--- config.mk ---
export PLATFORM = sky130hd
export DESIGN_NAME = top_sim
export DESIGN_NICKNAME = d
export VERILOG_FILES = /design/src/sys_pkg.sv /design/src/cmd_system.sv /design/src/top_sim.sv /design/src/uart_rx.sv /design/src/uart_tx.sv /design/src/virtual_uart.sv
export SDC_FILE = /design/constraint.sdc
export NUM_CORES = 1
export LEC_CHECK = 0
export BUFFER_PORTS_ARGS = -buffer_cell sky130_fd_sc_hd__buf_2
export CORE_ASPECT_RATIO = 1.25
export CORE_UTILIZATION = 59
export CTS_BUF_LIST = sky130_fd_sc_hd__clkbuf_16
export DETAILED_ROUTE_END_ITERATION = 8
export GPL_ROUTABILITY_DRIVEN = 0
export PLACE_DENSITY_LB_ADDON = 0.3
export SKIP_LAST_GASP = 1
export SLEW_MARGIN = 20
export SYNTH_ARGS = -nofsm -noshare
export SYNTH_HDL_FRONTEND = slang
export SYNTH_SLANG_ARGS = --single-unit
--- constraint.sdc ---
create_clock -name clk_i -period 2.17 [get_ports clk_i]
set_input_delay 0.217 -clock clk_i [delete_from_list [all_inputs] [get_ports clk_i]]
set_output_delay 0.217 -clock clk_i [all_outputs]
set_load 0.01 [all_outputs]
--- src/sys_pkg.sv ---
// ####################
// Command opcodes, UART frame states and shared constants
// The clock must be at least 4 times the baud rate
// ####################

package sys_pkg;

  // The command protocol carries exactly one byte of GPIO
  localparam int GP_WIDTH = 8;

  // Command opcodes, the first byte of every command
  typedef enum logic [7:0] {
    CMD_ECHO     = 8'h01,
    CMD_GP_WRITE = 8'h02,
    CMD_GP_READ  = 8'h03
  } cmd_op_e;

  // Position within an 8N1 frame
  typedef enum logic [1:0] {
    UART_IDLE,
    UART_START,
    UART_DATA,
    UART_STOP
  } uart_state_e;

  // Answer to an unknown opcode
  localparam logic [7:0] RESP_ERROR = 8'hEE;

  // Whole clock cycles in one bit period, rounded down
  function automatic int clocks_per_bit(input int clock_frequency,
                                        input int baud_rate);
    return clock_frequency / baud_rate;
  endfunction

endpackage

--- src/cmd_system.sv ---
// ####################
// Serial command interpreter with one GPIO byte in and out
// One command at a time; bytes sent before the answer are lost
// ####################

module cmd_system #(
  parameter int ClockFrequency = 1_000_000,
  parameter int BaudRate       = 100_000
) (
  input  logic                         clk_i,
  input  logic                         rst_n_i,
  input  logic                         uart_rx_i,
  output logic                         uart_tx_o,
  input  logic [sys_pkg::GP_WIDTH-1:0] gp_i,
  output logic [sys_pkg::GP_WIDTH-1:0] gp_o
);

  typedef enum logic [1:0] {
    ST_WAIT_OP,
    ST_WAIT_ARG,
    ST_SEND,
    ST_WAIT_DONE
  } cmd_state_e;

  cmd_state_e                   state_q;
  sys_pkg::cmd_op_e             op_q;
  logic [7:0]                   resp_q;
  logic [sys_pkg::GP_WIDTH-1:0] gp_q;

  logic       rx_valid;
  logic [7:0] rx_data;
  logic       tx_valid;
  logic       tx_busy;

  uart_rx #(
    .ClockFrequency(ClockFrequency),
    .BaudRate      (BaudRate)
  ) u_uart_rx (
    .clk_i  (clk_i),
    .rst_n_i(rst_n_i),
    .rx_i   (uart_rx_i),
    .valid_o(rx_valid),
    .data_o (rx_data)
  );

  uart_tx #(
    .ClockFrequency(ClockFrequency),
    .BaudRate      (BaudRate)
  ) u_uart_tx (
    .clk_i  (clk_i),
    .rst_n_i(rst_n_i),
    .valid_i(tx_valid),
    .data_i (resp_q),
    .tx_o   (uart_tx_o),
    .busy_o (tx_busy)
  );

  always_ff @(posedge clk_i) begin
    if (!rst_n_i) begin
      state_q <= ST_WAIT_OP;
      gp_q    <= '0;
    end else begin
      case (state_q)
        ST_WAIT_OP: begin
          if (rx_valid) begin
            op_q <= sys_pkg::cmd_op_e'(rx_data);
            case (rx_data)
              sys_pkg::CMD_ECHO,
              sys_pkg::CMD_GP_WRITE: state_q <= ST_WAIT_ARG;
              sys_pkg::CMD_GP_READ: begin
                resp_q  <= gp_i;
                state_q <= ST_SEND;
              end
              default: begin
                resp_q  <= sys_pkg::RESP_ERROR;
                state_q <= ST_SEND;
              end
            endcase
          end
        end
        ST_WAIT_ARG: begin
          if (rx_valid) begin
            if (op_q == sys_pkg::CMD_GP_WRITE) begin
              gp_q   <= rx_data;
              // Opcode goes back as the acknowledgement
              resp_q <= sys_pkg::CMD_GP_WRITE;
            end else begin
              resp_q <= rx_data;
            end
            state_q <= ST_SEND;
          end
        end
        ST_SEND: state_q <= ST_WAIT_DONE;
        default: begin
          if (!tx_busy) state_q <= ST_WAIT_OP;
        end
      endcase
    end
  end

  // Transmitter is always idle here since WAIT_DONE precedes any new command
  assign tx_valid = (state_q == ST_SEND);
  assign gp_o     = gp_q;

endmodule

--- src/top_sim.sv ---
// ####################
// Simulation top level, 10 clocks per bit
// Host talks to the system only through the serial lines
// ####################

module top_sim (
  input  logic                         clk_i,
  input  logic                         rst_n_i,
  input  logic                         host_tx_valid_i,
  input  logic [7:0]                   host_tx_data_i,
  output logic                         host_tx_busy_o,
  output logic                         host_rx_valid_o,
  output logic [7:0]                   host_rx_data_o,
  input  logic [sys_pkg::GP_WIDTH-1:0] gp_i,
  output logic [sys_pkg::GP_WIDTH-1:0] gp_o
);

  localparam int ClockFrequency = 1_000_000;
  localparam int BaudRate       = 100_000;

  logic sys_rx;
  logic sys_tx;

  cmd_system #(
    .ClockFrequency(ClockFrequency),
    .BaudRate      (BaudRate)
  ) u_cmd_system (
    .clk_i    (clk_i),
    .rst_n_i  (rst_n_i),
    .uart_rx_i(sys_rx),
    .uart_tx_o(sys_tx),
    .gp_i     (gp_i),
    .gp_o     (gp_o)
  );

  virtual_uart #(
    .ClockFrequency(ClockFrequency),
    .BaudRate      (BaudRate)
  ) u_virtual_uart (
    .clk_i     (clk_i),
    .rst_n_i   (rst_n_i),
    .tx_valid_i(host_tx_valid_i),
    .tx_data_i (host_tx_data_i),
    .tx_busy_o (host_tx_busy_o),
    .tx_o      (sys_rx),
    .rx_i      (sys_tx),
    .rx_valid_o(host_rx_valid_o),
    .rx_data_o (host_rx_data_o)
  );

endmodule

--- src/uart_rx.sv ---
// ####################
// 8N1 receiver with a two-stage input synchronizer
// Frames with a low stop bit are dropped without a strobe
// ####################

module uart_rx #(
  parameter int ClockFrequency = 1_000_000,
  parameter int BaudRate       = 100_000
) (
  input  logic       clk_i,
  input  logic       rst_n_i,
  input  logic       rx_i,
  output logic       valid_o,
  output logic [7:0] data_o
);

  localparam int ClksPerBit = sys_pkg::clocks_per_bit(ClockFrequency, BaudRate);
  localparam int CntWidth   = $clog2(ClksPerBit);
  localparam logic [CntWidth-1:0] CntMax  = CntWidth'(ClksPerBit - 1);
  localparam logic [CntWidth-1:0] CntHalf = CntWidth'(ClksPerBit / 2 - 1);

  sys_pkg::uart_state_e state_q;
  logic [CntWidth-1:0]  cnt_q;
  logic [2:0]           bit_q;
  logic [7:0]           shift_q;
  logic                 rx_meta_q;
  logic                 rx_sync_q;
  logic                 rx_last_q;
  logic                 valid_q;
  logic                 bit_end;

  assign bit_end = (cnt_q == CntMax);

  always_ff @(posedge clk_i) begin
    if (!rst_n_i) begin
      rx_meta_q <= 1'b1;
      rx_sync_q <= 1'b1;
      rx_last_q <= 1'b1;
    end else begin
      rx_meta_q <= rx_i;
      rx_sync_q <= rx_meta_q;
      rx_last_q <= rx_sync_q;
    end
  end

  always_ff @(posedge clk_i) begin
    if (!rst_n_i) begin
      state_q <= sys_pkg::UART_IDLE;
      cnt_q   <= '0;
      bit_q   <= '0;
      valid_q <= 1'b0;
    end else begin
      valid_q <= 1'b0;
      cnt_q   <= bit_end ? '0 : cnt_q + 1'b1;
      case (state_q)
        sys_pkg::UART_IDLE: begin
          cnt_q <= '0;
          if (rx_last_q && !rx_sync_q) state_q <= sys_pkg::UART_START;
        end
        sys_pkg::UART_START: begin
          // Half a bit in, the line must still be low or it was a glitch
          if (cnt_q == CntHalf) begin
            cnt_q   <= '0;
            bit_q   <= '0;
            state_q <= rx_sync_q ? sys_pkg::UART_IDLE : sys_pkg::UART_DATA;
          end
        end
        sys_pkg::UART_DATA: begin
          if (bit_end) begin
            bit_q <= bit_q + 1'b1;
            if (bit_q == 3'd7) state_q <= sys_pkg::UART_STOP;
          end
        end
        default: begin
          if (bit_end) begin
            state_q <= sys_pkg::UART_IDLE;
            valid_q <= rx_sync_q;
          end
        end
      endcase
    end
  end

  // Counter runs from mid-bit, so bit_end lands mid-period
  always_ff @(posedge clk_i) begin
    if (state_q == sys_pkg::UART_DATA && bit_end) begin
      shift_q <= {rx_sync_q, shift_q[7:1]};
    end
  end

  assign valid_o = valid_q;
  assign data_o  = shift_q;

endmodule

--- src/uart_tx.sv ---
// ####################
// 8N1 transmitter, LSB first, line idles high
// A strobe while busy is ignored
// ####################

module uart_tx #(
  parameter int ClockFrequency = 1_000_000,
  parameter int BaudRate       = 100_000
) (
  input  logic       clk_i,
  input  logic       rst_n_i,
  input  logic       valid_i,
  input  logic [7:0] data_i,
  output logic       tx_o,
  output logic       busy_o
);

  localparam int ClksPerBit = sys_pkg::clocks_per_bit(ClockFrequency, BaudRate);
  localparam int CntWidth   = $clog2(ClksPerBit);
  localparam logic [CntWidth-1:0] CntMax = CntWidth'(ClksPerBit - 1);

  sys_pkg::uart_state_e state_q;
  logic [CntWidth-1:0]  cnt_q;
  logic [2:0]           bit_q;
  logic [7:0]           shift_q;
  logic                 bit_end;

  assign bit_end = (cnt_q == CntMax);

  always_ff @(posedge clk_i) begin
    if (!rst_n_i) begin
      state_q <= sys_pkg::UART_IDLE;
      cnt_q   <= '0;
      bit_q   <= '0;
    end else begin
      cnt_q <= bit_end ? '0 : cnt_q + 1'b1;
      case (state_q)
        sys_pkg::UART_IDLE: begin
          cnt_q <= '0;
          if (valid_i) begin
            state_q <= sys_pkg::UART_START;
          end
        end
        sys_pkg::UART_START: begin
          if (bit_end) begin
            state_q <= sys_pkg::UART_DATA;
            bit_q   <= '0;
          end
        end
        sys_pkg::UART_DATA: begin
          if (bit_end) begin
            bit_q <= bit_q + 1'b1;
            if (bit_q == 3'd7) state_q <= sys_pkg::UART_STOP;
          end
        end
        default: begin
          if (bit_end) state_q <= sys_pkg::UART_IDLE;
        end
      endcase
    end
  end

  // Byte is loaded on acceptance and shifted out LSB first
  always_ff @(posedge clk_i) begin
    if (state_q == sys_pkg::UART_IDLE && valid_i) begin
      shift_q <= data_i;
    end else if (state_q == sys_pkg::UART_DATA && bit_end) begin
      shift_q <= {1'b0, shift_q[7:1]};
    end
  end

  always_comb begin
    case (state_q)
      sys_pkg::UART_START: tx_o = 1'b0;
      sys_pkg::UART_DATA:  tx_o = shift_q[0];
      default:             tx_o = 1'b1;
    endcase
  end

  assign busy_o = (state_q != sys_pkg::UART_IDLE);

endmodule

--- src/virtual_uart.sv ---
// ####################
// Host-side serial device built from plain RTL
// Byte strobes only, no FIFO and no back-pressure
// ####################

module virtual_uart #(
  parameter int ClockFrequency = 1_000_000,
  parameter int BaudRate       = 100_000
) (
  input  logic       clk_i,
  input  logic       rst_n_i,
  input  logic       tx_valid_i,
  input  logic [7:0] tx_data_i,
  output logic       tx_busy_o,
  output logic       tx_o,
  input  logic       rx_i,
  output logic       rx_valid_o,
  output logic [7:0] rx_data_o
);

  // Host to system direction
  uart_tx #(
    .ClockFrequency(ClockFrequency),
    .BaudRate      (BaudRate)
  ) u_uart_tx (
    .clk_i  (clk_i),
    .rst_n_i(rst_n_i),
    .valid_i(tx_valid_i),
    .data_i (tx_data_i),
    .tx_o   (tx_o),
    .busy_o (tx_busy_o)
  );

  // System to host direction
  uart_rx #(
    .ClockFrequency(ClockFrequency),
    .BaudRate      (BaudRate)
  ) u_uart_rx (
    .clk_i  (clk_i),
    .rst_n_i(rst_n_i),
    .rx_i   (rx_i),
    .valid_o(rx_valid_o),
    .data_o (rx_data_o)
  );

endmodule

# Yosys cells after proc, flatten, opt, wreduce, memory -nomap -nowiden
# Index checks and enable logic that the tools add are counted.
dict set report classes {
  n_addsub 8
  eq_ne 44
  mux 60
  n_bitwise 3
  reduce_logical 45
}
# cell n
set ops {}
lappend ops {{two-way mux 8 bit} 7}
lappend ops {{two-way mux 2 bit} 26}
lappend ops {{inequality test 2 bit, second input constant} 19}
lappend ops {{case mux 8 bit (2 select lines)} 2}
lappend ops {{case mux 2 bit (3 select lines)} 5}
lappend ops {{AND reduction 5 bit} 5}
lappend ops {{== test 8 x 2 -> 1 bit, second input constant} 3}
lappend ops {{two-way mux 3 bit} 8}
lappend ops {{case mux 3 bit (2 select lines)} 4}
lappend ops {{nonzero test 2 bit} 11}
lappend ops {{AND reduction 3 bit} 7}
lappend ops {{adder 4 x 1 -> 4 bit, second input constant} 4}
lappend ops {{== test 4 bit, second input constant} 4}
lappend ops {{two-way mux 4 bit} 4}
lappend ops {{case mux 4 bit (2 select lines)} 2}
lappend ops {{adder 3 x 1 -> 3 bit, second input constant} 4}
lappend ops {{== test 3 bit, second input constant} 4}
lappend ops {{== test 2 x 1 -> 1 bit, second input constant} 5}
lappend ops {{== test 2 bit, second input constant} 5}
lappend ops {{logical NOT 2 bit} 5}
lappend ops {{OR reduction 5 bit} 2}
lappend ops {{== test 4 x 3 -> 1 bit, second input constant} 2}
lappend ops {{== test 8 x 1 -> 1 bit, second input constant} 1}
lappend ops {{logical AND 1 bit} 8}
lappend ops {{other kinds (7)} 13}
dict set report word_totals {
  register_bits 102
  in_bits 19
  out_inout_bits 18
  word_cells 188
}

# Longest topological paths before layout
dict set report depth {
  word_depth 5
  depth_mapped 7
}

# Hierarchy
# From an unflattened synthesis, not the netlist that was laid out.
dict set report hier_totals {
  cells_unflattened 414
  area_unflattened_um2 4717.0
}
# mod instances cells_each area_per_inst_um2 seq_area_each_um2
set by_module_without_submodules {}
lappend by_module_without_submodules {uart_rx 2 86 945.9 500.5}
lappend by_module_without_submodules {uart_tx 2 70 808.3 420.4}
lappend by_module_without_submodules {cmd_system 1 102 1208.7 680.7}

# Worst setup path before layout
# OpenSTA, ideal clock, no wires.
dict set report synth_path {
  path_type {register to register}
  start {reg u_cmd_system.state_q[1]}
  end {reg u_cmd_system.state_q[1]}
  arrival_ns 1.628
  required_time_ns 2.096
  path_slack_ns 0.468
  path_stages_with_launch 8
  path_buffers 1
  cell_sequence {dfxtp_1 > inv_1 > ha_1 > clkbuf_1 > nor2_1 > o21ai_0 > or3b_2 > a31oi_1}
}
dict set report synth_via {
  elab_chain_len 3
}
# element line
set synth_rtl {}
lappend synth_rtl {{start: declaration} cmd_system.sv:25} ;# cmd_state_e state_q;
lappend synth_rtl {{start signal: assignment} cmd_system.sv:60} ;# state_q <= ST_WAIT_OP;
lappend synth_rtl {{start signal: assignment} cmd_system.sv:69} ;# sys_pkg::CMD_GP_WRITE: state_q <= ST_WAIT_ARG;
lappend synth_rtl {{start signal: assignment} cmd_system.sv:72} ;# state_q <= ST_SEND;
lappend synth_rtl {{== test 2 bit, or another cell as far along} cmd_system.sv:63} ;# case (state_q)
lappend synth_rtl {{inequality test 4 bit (no line) / inequality test 2 bit (equally long branches)} --}
lappend synth_rtl {{AND reduction 3 bit (no line)} --}
# Several ways; a longest one is shown, not always the timed one.
# A chain may end at the register's enable or synchronous reset.

# Final worst setup path
dict set report layout_path {
  start {reg u_cmd_system.u_uart_rx.shift_q[7] (netlist: u_cmd_system.u_uart_rx.data_o[7])}
  end {reg u_cmd_system.resp_q[1], data pin}
}
dict set report layout_via {
  elab_chain_len 5
}
# element line
set layout_rtl {}
lappend layout_rtl {{start: declaration} uart_rx.sv:25} ;# logic [7:0] shift_q;
lappend layout_rtl {{start signal: assignment} uart_rx.sv:87} ;# shift_q <= {rx_sync_q, shift_q[7:1]};
lappend layout_rtl {{== test 8 x 1 -> 1 bit / == test 8 x 2 -> 1 bit (equally long branches)} cmd_system.sv:67} ;# case (rx_data)
lappend layout_rtl {{OR reduction 2 bit} cmd_system.sv:67}
lappend layout_rtl {{case mux 8 bit (2 select lines) (*)} cmd_system.sv:67}
lappend layout_rtl {{two-way mux 8 bit (*)} cmd_system.sv:65} ;# if (rx_valid) begin
lappend layout_rtl {{case mux 8 bit (2 select lines) (*)} cmd_system.sv:63}
lappend layout_rtl {{end signal: assignment} cmd_system.sv:71} ;# resp_q <= gp_i;
lappend layout_rtl {{end signal: assignment} cmd_system.sv:75} ;# resp_q <= sys_pkg::RESP_ERROR;
lappend layout_rtl {{end signal: assignment} cmd_system.sv:86} ;# resp_q <= sys_pkg::CMD_GP_WRITE;
lappend layout_rtl {{end: declaration} cmd_system.sv:27} ;# logic [7:0] resp_q;
# Mark *: on every way between the ends. The rest lies on a longest branch, timed or not. The select of a mux whose other input is x is not followed.

==> flow_metrics.env <==
export IMPL_status="finished clean"
export IMPL_grt_start_max_net_pins=20
export IMPL_antenna_found_initial=0
export IMPL_grt_use_total=0.213
export IMPL_ir_worst_vdd_mv=0.539
export IMPL_die_width_um=80.2
export IMPL_intPower_mw=3.51
export IMPL_synthTopCellsByArea="edfxtp_1 32%, dfxtp_1 24%, ha_1 8.3%, mux2i_1 4.0%, nor2_1 3.7%"
export IMPL_final_antenna_net_count=0
export IMPL_cp_required_ns=2.25
export IMPL_async_flop_share=0
export IMPL_synth_seq_cells=102
export IMPL_finalMaxSlewViolations=0
export IMPL_cts_sinks=102
export IMPL_synth_top_cells_by_count="54 x dfxtp_1, 48 x edfxtp_1, 45 x nor2_1, 30 x ha_1"
export IMPL_fin_ws_ns=0.305
export IMPL_yosysWarnings=0
export IMPL_wl_per_cell_um=14.7
export IMPL_grt_overflow=0
export IMPL_vias=2981
export IMPL_grt_pass1_wl_um=13000
export IMPL_synth_top_area_share=0.319
export IMPL_finalHoldViolCount=0
export IMPL_critical_path_class="reg -> reg"
export IMPL_p_per_area_nw_per_um2=954
export IMPL_htreeDepth=3
export IMPL_seqPwrFrac=0.470
export IMPL_dr_pass1_iters=4
export IMPL_met2_length_um=3930
export IMPL_die_area_sq_um=8010
export IMPL_worst_setup_path_start_kind="flip-flop"
export IMPL_viasPerCell=5.58
export IMPL_p_leak_nw=1.94
export IMPL_post_synth_top_count_cell="dfxtp_1"
export IMPL_cts_resized=0
export IMPL_tightest_slew_ns=0.603
export IMPL_final_util=0.692
export IMPL_clock_path_buffers=2
export IMPL_hpwl_um=5480
export IMPL_min_path_type="in -> reg"
export IMPL_crit_path_max_fanout=7
export IMPL_synth_top_area_cell="edfxtp_1"
export IMPL_synth_ff_type="dfxtp_1"
export IMPL_syn_num_nets=443
export IMPL_numCtsBuffers=9
export IMPL_relSlewSlack=0.597
export IMPL_core_area_sq_um=7400
export IMPL_met3_length_um=281
export IMPL_cts_root_buf="clkbuf_16"
export IMPL_area_delta_synth_final_pct=13.4
export IMPL_rsz0062_at_grt="no"
export IMPL_cts_tree="built"
export IMPL_final_nets=486
export IMPL_arrival_ns=1.94
export IMPL_p_comb_frac=0.188
export IMPL_finalSetupViolations=0
export IMPL_top_level_ports=37
export IMPL_io_buffers=36
export IMPL_core_rowCount=35
export IMPL_synth_area_sq_um=4510
export IMPL_finalClockSkew_ns=0.00988
export IMPL_drive_above_1_share=0.167
export IMPL_cts_post_setup_buffers_inserted=0
export IMPL_finalSetupTns_ns=0
export IMPL_p_switching_mw=1.37
export IMPL_place_ws_ns=0.342
export IMPL_max_freq_ghz=0.536
export IMPL_setup_worst_path_end_class="flip-flop"
export IMPL_num_antenna_cells=0
export IMPL_synth_edff_count=48
export IMPL_clock_latency_ns=0.35
export IMPL_yosysUniqueCellTypes=52
export IMPL_met1Wirelength_um=3500
export IMPL_clk_pin_slew_ns=0.07
export IMPL_initial_utilization=0.610
export IMPL_swShare=0.281
export IMPL_routed_wl_um=7860
export IMPL_final_min_clock_period_ns=1.86
export IMPL_holdWs_ns=0.164
export IMPL_cap_violations=0
export IMPL_synth_cells=394
export IMPL_ys_seq_area_frac=0.559
export IMPL_fp_dieH_um=99.8
export IMPL_grt_pass1_vias=2872
export IMPL_postSynthAreaPerCell_sq_um=11.5
export IMPL_ctsHoldBuffers=0
export IMPL_highest_layer="met4"
export IMPL_finalCritPeriodShare=0.859
export IMPL_post_route_drc_count=0
export IMPL_drt_iter0_drc=168
export IMPL_p_clk_frac=0.341
## path summary, 6_finish.rpt
path,from,depth (start not counted),to,slack [ns]
worst max-delay path,u_cmd_system.u_uart_rx.data_o[7],4,u_cmd_system.resp_q[1],0.31
worst min-delay path,gp_i[4],2,u_cmd_system.resp_q[4],0.16
worst max register to register,u_cmd_system.u_uart_rx.data_o[7],4,u_cmd_system.resp_q[1],0.31
worst min register to register,u_cmd_system.u_uart_rx.rx_meta_q,1,u_cmd_system.u_uart_rx.rx_sync_q,0.41
## placed cells by master (no fill, tap or decap), types with 10 or more instances in the layout
cell type,netlist,layout
nor2_1,45,45
a21oi_1,10,10
inv_1,23,23
buf_2,1,36
edfxtp_1,48,48
mux2i_1,18,18
mux2_2,14,14
nand2_1,23,23
dfxtp_1,54,54
o21ai_0,21,21
nand2b_1,12,12
ha_1,30,30
## metal layers
metal / up-vias / global-route usage
met1: 1398 / 0.257
met3: 13 / 0.0445
met4: 0 / 0.0907
li1: 1515 / -
met5: - / 0
met2: 55 / 0.364
## registers in the layout, indices dropped and copies added, names as in the netlist, 3 cells and up
signal and cells:
u_virtual_uart.u_uart_rx.cnt_q 4, u_cmd_system.u_uart_rx.data_o 8, u_cmd_system.u_uart_tx.cnt_q 4, u_cmd_system.resp_q 8
u_cmd_system.u_uart_tx.shift_q 8, u_cmd_system.u_uart_rx.cnt_q 4, u_cmd_system.u_uart_rx.bit_q 3, u_virtual_uart.u_uart_tx.cnt_q 4
u_virtual_uart.u_uart_rx.data_o 8, u_cmd_system.gp_o 8, u_virtual_uart.u_uart_rx.bit_q 3, u_virtual_uart.u_uart_tx.bit_q 3
u_virtual_uart.u_uart_tx.shift_q 8, u_cmd_system.u_uart_tx.bit_q 3, u_cmd_system.op_q 8
## critical path: stages, from the launching register on
cell and delay (ns):
edfxtp_1 0.51, nor4_1 0.46, nand4_1 0.34, nor3_1 0.22
a21oi_1 0.06
## power groups by stage
stage / logic, mW / clock network (mW) / registers (mW)
after detailed placement: 0.912 / 0 / 2.34
final: 0.920 / 1.67 / 2.30
after CTS: 0.924 / 1.69 / 2.30
after floorplan: 0.714 / 0 / 2.31
after global placement: 0.879 / 0 / 2.33
after global routing: 1.03 / 1.77 / 2.32
## kinds of logic (layout without fill, tap and decap cells)
| logic type | Yosys count | count (layout) | synth area share |
|---|---|---|---|
| AND/OR/NAND/NOR | 133 | 133 | 0.159 |
| flip-flops | 102 | 102 | 0.559 |
| AO/OA/AOI/OAI | 59 | 59 | 0.0848 |
| multiplexers | 32 | 32 | 0.0748 |
| buffers and inverters | 31 | 79 | 0.0261 |
| adder cells (fa/ha/maj) | 30 | 30 | 0.0831 |
| XOR/XNOR | 7 | 7 | 0.0136 |
## through the flow
step	std cells	total power, mW	instance area [sq um]
3_5_place_dp	518	3.25	4810
2_1_floorplan	394	3.03	4510
5_1_grt	534	5.13	5120
6_report	534	4.88	5120
4_1_cts	534	4.91	5120
3_3_place_gp	518	3.21	4810
## area by class of cell
type                    instances  area, sq um
multi-input cells             261         1870
clock buffers                   9          225
flip-flops and latches        102         2520
clock inverters                 7         86.3
repair buffers                 40          210
well taps                      92          115
inverters                      23         86.3
fillers                       533         2280
Note: power is estimated with default switching activity, not from simulation.
